### src/rtl/anneal_pkg.sv
// ==============================
// Widths, limits and vector types shared by the annealing front RTL and testbench
// ==============================
package anneal_pkg;

    // Parallel replica lanes behind the dispatcher
    localparam int NUM_LANES = 4;

    // One spin configuration word
    localparam int SPIN_W = 16;

    // Signed energy total carried with every candidate
    localparam int ENERGY_W = 16;

    // Entries kept in each lane's energy history FIFO
    localparam int HIST_DEPTH = 2;

    // Lane number width, never below one bit
    localparam int LANE_W = (NUM_LANES > 1) ? $clog2(NUM_LANES) : 1;

    // Width of the saturating push-none drop counter
    localparam int DROP_W = 16;

    typedef logic [SPIN_W-1:0] spin_t;
    typedef logic signed [ENERGY_W-1:0] energy_t;
    typedef logic [LANE_W-1:0] lane_t;
    typedef logic [DROP_W-1:0] drop_count_t;

    // Largest positive energy, so the first spin on a fresh lane always wins the compare
    localparam energy_t ENERGY_MAX = {1'b0, {(ENERGY_W-1){1'b1}}};

endpackage

### src/rtl/energy_fifo.sv
// ==============================
// Circular FIFO of signed energies; when empty the head repeats the last popped value
// ==============================
module energy_fifo (
    input  logic                clk_i,
    input  logic                rst_n_i,
    input  logic                flush_i,
    input  logic                push_i,
    input  logic                pop_i,
    input  anneal_pkg::energy_t data_i,
    output anneal_pkg::energy_t data_o,
    output logic                full_o,
    output logic                empty_o
);
    import anneal_pkg::*;

    // Storage holds payload only, the pointers and count carry the state
    energy_t mem [HIST_DEPTH];

    logic [$clog2(HIST_DEPTH)-1:0]   wr_ptr;
    logic [$clog2(HIST_DEPTH)-1:0]   rd_ptr;
    logic [$clog2(HIST_DEPTH+1)-1:0] count;

    // Copy of the entry most recently popped, shown on the head when nothing is stored
    energy_t last_pop;

    logic do_push;
    logic do_pop;

    assign full_o  = (count == HIST_DEPTH);
    assign empty_o = (count == 0);

    // A pop frees a slot in the same cycle, so a full FIFO still takes a push alongside it
    assign do_pop  = pop_i & ~empty_o;
    assign do_push = push_i & (~full_o | do_pop);

    // Oldest entry, or the remembered value once the FIFO has run dry
    assign data_o = empty_o ? last_pop : mem[rd_ptr];

    always_ff @(posedge clk_i or negedge rst_n_i) begin
        if (!rst_n_i) begin
            wr_ptr   <= '0;
            rd_ptr   <= '0;
            count    <= '0;
            last_pop <= ENERGY_MAX;
        end else if (flush_i) begin
            wr_ptr   <= '0;
            rd_ptr   <= '0;
            count    <= '0;
            last_pop <= ENERGY_MAX;
        end else begin
            if (do_push) begin
                // Wrap explicitly so a depth that is not a power of two also works
                wr_ptr <= (wr_ptr == HIST_DEPTH - 1) ? '0 : wr_ptr + 1'b1;
            end
            if (do_pop) begin
                rd_ptr   <= (rd_ptr == HIST_DEPTH - 1) ? '0 : rd_ptr + 1'b1;
                last_pop <= mem[rd_ptr];
            end
            case ({do_push, do_pop})
                2'b10:   count <= count + 1'b1;
                2'b01:   count <= count - 1'b1;
                default: count <= count;
            endcase
        end
    end

    // Memory write port
    always_ff @(posedge clk_i) begin
        if (do_push) begin
            mem[wr_ptr] <= data_i;
        end
    end

endmodule

### src/rtl/spin_pipe.sv
// ==============================
// Single valid/ready register stage for a spin word
// ==============================
module spin_pipe (
    input  logic              clk_i,
    input  logic              rst_n_i,
    input  logic              flush_i,
    input  logic              valid_i,
    output logic              ready_o,
    input  anneal_pkg::spin_t data_i,
    output logic              valid_o,
    input  logic              ready_i,
    output anneal_pkg::spin_t data_o
);
    import anneal_pkg::*;

    logic  valid_q;
    spin_t data_q;

    // Free when empty, or when the held word leaves on this edge
    assign ready_o = ~valid_q | ready_i;

    assign valid_o = valid_q;
    assign data_o  = data_q;

    always_ff @(posedge clk_i or negedge rst_n_i) begin
        if (!rst_n_i) begin
            valid_q <= 1'b0;
        end else if (flush_i) begin
            valid_q <= 1'b0;
        end else if (ready_o) begin
            valid_q <= valid_i;
        end
    end

    // Payload only loads on an accepted transfer and holds through a stall
    always_ff @(posedge clk_i) begin
        if (valid_i && ready_o) begin
            data_q <= data_i;
        end
    end

endmodule

### src/rtl/energy_fifo_maintainer.sv
// ==============================
// One lane with its energy history, push-none decision and spin register stage
// ==============================
module energy_fifo_maintainer (
    input  logic                clk_i,
    input  logic                rst_n_i,
    input  logic                flush_i,
    input  logic                en_comparison_i,
    input  logic                energy_valid_i,
    output logic                energy_ready_o,
    input  anneal_pkg::energy_t energy_i,
    input  anneal_pkg::spin_t   spin_i,
    output logic                spin_valid_o,
    input  logic                spin_ready_i,
    output anneal_pkg::spin_t   spin_o,
    output logic                spin_push_none_o
);
    import anneal_pkg::*;

    logic    fifo_full;
    logic    fifo_push;
    logic    fifo_pop;
    energy_t energy_head;
    logic    pipe_ready;
    logic    accept;
    logic    push_none_d;

    // Both the pipe and the history must have room before a candidate is taken
    assign energy_ready_o = pipe_ready & ~fifo_full;
    assign accept         = energy_valid_i & energy_ready_o;

    // Every accepted energy is remembered, and it retires together with its spin
    assign fifo_push = accept;
    assign fifo_pop  = spin_valid_o & spin_ready_i;

    // The head is the previous accepted energy on this lane and a tie counts as no gain
    assign push_none_d = en_comparison_i & (energy_i >= energy_head);

    energy_fifo u_energy_fifo (
        .clk_i   (clk_i),
        .rst_n_i (rst_n_i),
        .flush_i (flush_i),
        .push_i  (fifo_push),
        .pop_i   (fifo_pop),
        .data_i  (energy_i),
        .data_o  (energy_head),
        .full_o  (fifo_full),
        .empty_o ()
    );

    // The pipe only sees valid when the history can also take the energy
    spin_pipe u_spin_pipe (
        .clk_i   (clk_i),
        .rst_n_i (rst_n_i),
        .flush_i (flush_i),
        .valid_i (energy_valid_i & ~fifo_full),
        .ready_o (pipe_ready),
        .data_i  (spin_i),
        .valid_o (spin_valid_o),
        .ready_i (spin_ready_i),
        .data_o  (spin_o)
    );

    // Flag loads on the same edge as the spin, so the two stay aligned downstream
    always_ff @(posedge clk_i or negedge rst_n_i) begin
        if (!rst_n_i) begin
            spin_push_none_o <= 1'b0;
        end else if (flush_i) begin
            spin_push_none_o <= 1'b0;
        end else if (accept) begin
            spin_push_none_o <= push_none_d;
        end
    end

endmodule

### src/rtl/candidate_dispatcher.sv
// ==============================
// Holds one incoming candidate and offers it to the lane it names
// ==============================
module candidate_dispatcher (
    input  logic                                clk_i,
    input  logic                                rst_n_i,
    input  logic                                flush_i,
    input  logic                                in_valid_i,
    output logic                                in_ready_o,
    input  anneal_pkg::lane_t                   in_lane_i,
    input  anneal_pkg::spin_t                   in_spin_i,
    input  anneal_pkg::energy_t                 in_energy_i,
    output logic [anneal_pkg::NUM_LANES-1:0]    lane_valid_o,
    input  logic [anneal_pkg::NUM_LANES-1:0]    lane_ready_i,
    output anneal_pkg::spin_t                   lane_spin_o,
    output anneal_pkg::energy_t                 lane_energy_o
);
    import anneal_pkg::*;

    logic    hold_valid;
    lane_t   hold_lane;
    spin_t   hold_spin;
    energy_t hold_energy;
    logic    drain;

    // Held candidate leaves once its own lane is ready
    assign drain = hold_valid & lane_ready_i[hold_lane];

    // Nothing is taken during a flush, since the register is being emptied
    assign in_ready_o = (~hold_valid | drain) & ~flush_i;

    // Spin and energy go out on shared buses, only the chosen lane sees valid
    assign lane_spin_o   = hold_spin;
    assign lane_energy_o = hold_energy;

    always_comb begin
        for (int k = 0; k < NUM_LANES; k++) begin
            lane_valid_o[k] = hold_valid & (hold_lane == lane_t'(k));
        end
    end

    always_ff @(posedge clk_i or negedge rst_n_i) begin
        if (!rst_n_i) begin
            hold_valid <= 1'b0;
        end else if (flush_i) begin
            hold_valid <= 1'b0;
        end else if (in_ready_o) begin
            hold_valid <= in_valid_i;
        end
    end

    // Candidate payload, refreshed only on an input transfer
    always_ff @(posedge clk_i) begin
        if (in_valid_i && in_ready_o) begin
            hold_lane   <= in_lane_i;
            hold_spin   <= in_spin_i;
            hold_energy <= in_energy_i;
        end
    end

endmodule

### src/rtl/spin_collector.sv
// ==============================
// Round-robin drain of the lanes; forwards good spins, counts and discards push-none ones
// ==============================
module spin_collector (
    input  logic                             clk_i,
    input  logic                             rst_n_i,
    input  logic                             flush_i,
    input  logic [anneal_pkg::NUM_LANES-1:0] spin_valid_i,
    output logic [anneal_pkg::NUM_LANES-1:0] spin_ready_o,
    input  anneal_pkg::spin_t                spin_i [anneal_pkg::NUM_LANES],
    input  logic [anneal_pkg::NUM_LANES-1:0] push_none_i,
    output logic                             out_valid_o,
    input  logic                             out_ready_i,
    output anneal_pkg::spin_t                out_spin_o,
    output anneal_pkg::lane_t                out_lane_o,
    output anneal_pkg::drop_count_t          drop_count_o
);
    import anneal_pkg::*;

    lane_t rr_ptr;
    lane_t sel_lane;
    logic  sel_valid;
    logic  drop;
    logic  advance;

    // First valid lane at or after the pointer, wrapping around
    always_comb begin
        lane_t idx;
        sel_valid = 1'b0;
        sel_lane  = rr_ptr;
        for (int i = 0; i < NUM_LANES; i++) begin
            idx = lane_t'(rr_ptr + lane_t'(i));
            if (!sel_valid && spin_valid_i[idx]) begin
                sel_valid = 1'b1;
                sel_lane  = idx;
            end
        end
    end

    // A marked spin is swallowed here and never reaches the output
    assign drop        = sel_valid & push_none_i[sel_lane];
    assign out_valid_o = sel_valid & ~push_none_i[sel_lane];
    assign out_spin_o  = spin_i[sel_lane];
    assign out_lane_o  = sel_lane;

    assign advance = drop | (out_valid_o & out_ready_i);

    always_comb begin
        spin_ready_o = '0;
        spin_ready_o[sel_lane] = advance;
    end

    always_ff @(posedge clk_i or negedge rst_n_i) begin
        if (!rst_n_i) begin
            rr_ptr <= '0;
        end else if (flush_i) begin
            rr_ptr <= '0;
        end else if (advance) begin
            rr_ptr <= sel_lane + 1'b1;
        end else if (sel_valid) begin
            // Park on a stalled lane so a newly valid earlier lane cannot steal the output
            rr_ptr <= sel_lane;
        end
    end

    // Saturating count of discarded spins, kept across a flush
    always_ff @(posedge clk_i or negedge rst_n_i) begin
        if (!rst_n_i) begin
            drop_count_o <= '0;
        end else if (drop && (drop_count_o != '1)) begin
            drop_count_o <= drop_count_o + 1'b1;
        end
    end

endmodule

### src/rtl/anneal_front_top.sv
// ==============================
// Spin-forwarding front: dispatcher, one maintainer per lane, and the collector
// ==============================
module anneal_front_top (
    input  logic                    clk_i,
    input  logic                    rst_n_i,
    input  logic                    in_valid_i,
    output logic                    in_ready_o,
    input  anneal_pkg::lane_t       in_lane_i,
    input  anneal_pkg::spin_t       in_spin_i,
    input  anneal_pkg::energy_t     in_energy_i,
    input  logic                    en_comparison_i,
    input  logic                    flush_i,
    output logic                    out_valid_o,
    input  logic                    out_ready_i,
    output anneal_pkg::spin_t       out_spin_o,
    output anneal_pkg::lane_t       out_lane_o,
    output anneal_pkg::drop_count_t drop_count_o
);
    import anneal_pkg::*;

    // Dispatcher to lanes, spin and energy are shared buses
    logic [NUM_LANES-1:0] lane_valid;
    logic [NUM_LANES-1:0] lane_ready;
    spin_t                lane_spin;
    energy_t              lane_energy;

    // Lanes to collector
    logic [NUM_LANES-1:0] spin_valid;
    logic [NUM_LANES-1:0] spin_ready;
    spin_t                spin_data [NUM_LANES];
    logic [NUM_LANES-1:0] push_none;

    candidate_dispatcher u_dispatcher (
        .clk_i         (clk_i),
        .rst_n_i       (rst_n_i),
        .flush_i       (flush_i),
        .in_valid_i    (in_valid_i),
        .in_ready_o    (in_ready_o),
        .in_lane_i     (in_lane_i),
        .in_spin_i     (in_spin_i),
        .in_energy_i   (in_energy_i),
        .lane_valid_o  (lane_valid),
        .lane_ready_i  (lane_ready),
        .lane_spin_o   (lane_spin),
        .lane_energy_o (lane_energy)
    );

    for (genvar k = 0; k < NUM_LANES; k++) begin : g_lane
        energy_fifo_maintainer u_maintainer (
            .clk_i            (clk_i),
            .rst_n_i          (rst_n_i),
            .flush_i          (flush_i),
            .en_comparison_i  (en_comparison_i),
            .energy_valid_i   (lane_valid[k]),
            .energy_ready_o   (lane_ready[k]),
            .energy_i         (lane_energy),
            .spin_i           (lane_spin),
            .spin_valid_o     (spin_valid[k]),
            .spin_ready_i     (spin_ready[k]),
            .spin_o           (spin_data[k]),
            .spin_push_none_o (push_none[k])
        );
    end

    spin_collector u_collector (
        .clk_i        (clk_i),
        .rst_n_i      (rst_n_i),
        .flush_i      (flush_i),
        .spin_valid_i (spin_valid),
        .spin_ready_o (spin_ready),
        .spin_i       (spin_data),
        .push_none_i  (push_none),
        .out_valid_o  (out_valid_o),
        .out_ready_i  (out_ready_i),
        .out_spin_o   (out_spin_o),
        .out_lane_o   (out_lane_o),
        .drop_count_o (drop_count_o)
    );

endmodule

### config.mk
export PLATFORM = sky130hd
export DESIGN_NAME = anneal_front_top
export DESIGN_NICKNAME = d
export VERILOG_FILES = /design/src/rtl/anneal_pkg.sv /design/src/rtl/energy_fifo.sv /design/src/rtl/spin_pipe.sv /design/src/rtl/energy_fifo_maintainer.sv /design/src/rtl/candidate_dispatcher.sv /design/src/rtl/spin_collector.sv /design/src/rtl/anneal_front_top.sv
export SDC_FILE = /design/constraint.sdc
export NUM_CORES = 1
export LEC_CHECK = 0
export BUFFER_PORTS_ARGS = -buffer_cell sky130_fd_sc_hd__buf_2
export CELL_PAD_IN_SITES_DETAIL_PLACEMENT = 0
export CELL_PAD_IN_SITES_GLOBAL_PLACEMENT = 1
export CORE_AREA = 2 2 184 186
export CTS_BUF_LIST = sky130_fd_sc_hd__clkbuf_2 sky130_fd_sc_hd__clkbuf_4 sky130_fd_sc_hd__clkbuf_8
export DETAILED_ROUTE_END_ITERATION = 12
export DIE_AREA = 0 0 186 188
export PLACE_DENSITY_LB_ADDON = 0.1
export SLEW_MARGIN = 30
export SYNTH_ARGS = -nofsm -noshare
export SYNTH_HDL_FRONTEND = slang
export SYNTH_SLANG_ARGS = --single-unit
### constraint.sdc
create_clock -name clk_i -period 4.47 [get_ports clk_i]
set_clock_uncertainty 0.05 [all_clocks]
set_input_delay 1.1175 -clock clk_i [delete_from_list [all_inputs] [get_ports clk_i]]
set_output_delay 1.1175 -clock clk_i [all_outputs]
set_load 0.05 [all_outputs]
==> metrics.txt <==
NetSw 1.96 mW; post-synthesis cell type count 62; status finished clean; GRT Overall Usage 20.6%; syn_nets 1,321; final wirelength between 30,000 and 40,000 um; Comb pwr share 12.9%; vias in the first global route 9,760; area grow syn2layout 15.1%; Final nets 1,430; total power 7.18 mW; clock sink total 333; total core area 33,100 um^2; Worst setup SP type flip-flop; hpwl dp 21,700 um; Async SR Flop Fraction 32.1%; EDFF count, synth 226; gate count after technology mapping 1,212; largest net degree at the start of global routing 59; initial DRC count 492; area leader, netlist edfxtp_1; sw frac 27.3%; ys flop type edfxtp_1; measured slew at the worst slew-check pin 938 ps; clk_lat worst skew 640 ps; I/O pin count 76; top cell type's share of synthesized area a little under half; hold-fix buffers at CTS 0; die height 188 um; final hold vios 0; Final Setup Violations 0; count leader, synth edfxtp_1; sequential fraction of design power 48.0%; Power Internal 5.22 mW; Max Transition Viols Final 0; wire per inst 19.2 um; CP Data Arrival Time 3170 ps; diode count 0; htree depth 2; Setup crit end kind output pin; Max clock buf depth 3; Crit Path Category flip-flop to output pin; DR vias/cell around 5.4; die area about 35,000 um^2; Tmin final 4330 ps; CTS Buf Count 57; vias after detailed routing 9,745; Fin Setup TNS 0 ps; port bufs 75; post-synthesis sequential area ratio 63.6%; Final Wtd Congestion 0.804; critical path data required time 3300 ps; power per cell area 416 nW/um^2; layout cells sized above 1 23.2%; first-pass GRT wire length around 55,000 um; Worst IR Drop VDD ~0.23 mV; Post-synth top cells edfxtp_1 (226), nand2_1 (201), o21ai_0 (83); Die X 186 um; Placed Cells incl. Taps 1,699; Starting Density 45.3%; dpl cell area 15,900 um^2; fillers 2,912; root buffer cell clkbuf_8; first drt pass iteration count 5; number of max-cap violations 0; Post-Syn Area per Cell 12.4 um^2; fin crit share 96.9%; crit path launch g_lane[2].u_maintainer.u_spin_pipe.valid_o$_DFFE_PN0P_; CTS tree done; Post-Layout Cell Count between 1,500 and 2,000; Final Instance Area 17,300 um^2; hold_sp u_collector.drop_count_o[12]$_DFFE_PN0P_; Max Freq 0.231 GHz; Lkg Pwr 6.72 nW; clock slew at reported path FFs 60 ps; Crit Path Max Fanout 15; Syn. warnings 0; fin util 52.1%; Cell Area, Synth 15,000 um^2; Row Count 67; Routed Antenna Nets 0; reg-to-reg startpoint g_lane[0].u_maintainer.u_spin_pipe.valid_o$_DFFE_PN0P_; Max-slew headroom between 30% and 40%; initial antenna violation count 0; gr ovfl total 0; clock network fraction of design power about two fifths; Hold Crit Class flip-flop to flip-flop; #FFs+latches synth 333; DRC viols 0; Area contributors post-synth edfxtp_1 (45%), dfstp_2 (11%), dfrtp_1 (7.8%)
==> logic make-up after synthesis <==
kind of cell | Yosys count | synth area share (%)
AND/OR/NAND/NOR | 376 | 11.4
flip-flops | 333 | 63.6
AO/OA/AOI/OAI | 246 | 10.3
buffers and inverters | 91 | 2.57
multiplexers | 73 | 4.90
adder cells (fa/ha/maj) | 69 | 5.76
XOR/XNOR | 24 | 1.40
==> state kept, by name, summed over array words and instances (netlist names) <==
| name | flops |
|---|---|
| g_lane.u_maintainer.spin_push_none_o | 4 |
| u_collector.rr_ptr | 2 |
| g_lane.u_maintainer.u_energy_fifo.mem | 128 |
| g_lane.u_maintainer.u_energy_fifo.rd_ptr | 4 |
| u_collector.drop_count_o | 16 |
| u_dispatcher.lane_energy_o | 16 |
| g_lane.u_maintainer.u_spin_pipe.data_o | 64 |
| g_lane.u_maintainer.u_energy_fifo.wr_ptr | 4 |
| u_dispatcher.hold_lane | 2 |
| g_lane.u_maintainer.u_energy_fifo.last_pop | 64 |
| g_lane.u_maintainer.u_energy_fifo.count | 8 |
| u_dispatcher.lane_spin_o | 16 |
| g_lane.u_maintainer.u_spin_pipe.valid_o | 4 |
| u_dispatcher.hold_valid | 1 |
==> cell type report <==
type	count	area [um^2]	area share, %
Clock inverter	21	136	0.790
Tap cell	448	561	3.25
Clock buffer	86	1050	6.10
Sequential cell	333	9540	55.3
Timing Repair Buffer	118	739	4.28
Multi-Input combinational cell	788	5140	29.8
Inverter	23	92.6	0.536
==> layer usage <==
metal	track usage (%)	wire length (um)
met2	33.6	16500
met4	6.60	729
met3	3.63	1500
met1	27.8	16100
met5	0	0
==> stage by stage <==
step	hold slack (ps)	worst slack, ps
after global placement	421	642
after detailed placement	429	618
after floorplan	409	181
final	428	137
after CTS	440	2.16
after global routing	463	-32.3
==> power groups by stage <==
stage	Combinational [mW]	Sequential (mW)	Clock (mW)
floorplan	0.581	3.53	0
CTS	0.912	3.45	2.90
finish	0.922	3.45	2.81
global placement	0.885	3.50	0
global route	1.01	3.46	3.02
detailed placement	0.890	3.51	0
==> critical path, cell delays in order, from the launching register on <==
cell,delay [ps]
dfrtp_1,470
or3_1,400
o2111ai_2,120
nand2_2,160
buf_8,180
ha_1,220
a22oi_1,210
nand2_1,90
a31oi_2,160
o2111ai_2,150
and2_4,210
buf_4,180
==> path summary, 6_finish.rpt <==
| kind | to | slack (ps) | cells past startpoint |
|---|---|---|---|
| setup reg to reg | g_lane[0].u_maintainer.u_energy_fifo.mem[0][6]$_DFFE_PP_ | 860 | 10 |
| setup / recovery | in_ready_o | 140 | 11 |
| min in group asynchronous | asynchronous set/reset pin | 540 | 1 |
| hold / removal | u_collector.drop_count_o[12]$_DFFE_PN0P_ | 430 | 1 |
| max in group asynchronous | g_lane[2].u_maintainer.u_energy_fifo.last_pop[5]$_DFFE_PN1P_ | 2990 | 2 |
| hold reg to reg | u_collector.drop_count_o[12]$_DFFE_PN0P_ | 430 | 1 |
==> cell usage in the layout (no fill, tap or decap), types with 25 or more instances in the layout <==
cell type	Yosys	final
a21oi_1	35	35
a31oi_1	34	33
buf_2	15	73
buf_4	4	41
clkbuf_8	0	65
dfrtp_1	47	43
dfstp_2	60	60
edfxtp_1	226	226
ha_1	69	67
mux2i_1	69	69
nand2_1	201	201
nor2_1	44	43
nor3_1	27	25
o211ai_1	50	50
o21ai_0	83	82
==> timing repair <==
item                                    CTS  global route
pin swaps                                 1             2
setup buffers                             4             7
cloned                                    0             0
gates resized for setup                   7            11
endpoints found under the setup margin    1             1
Note: power is estimated with default switching activity, not from simulation.
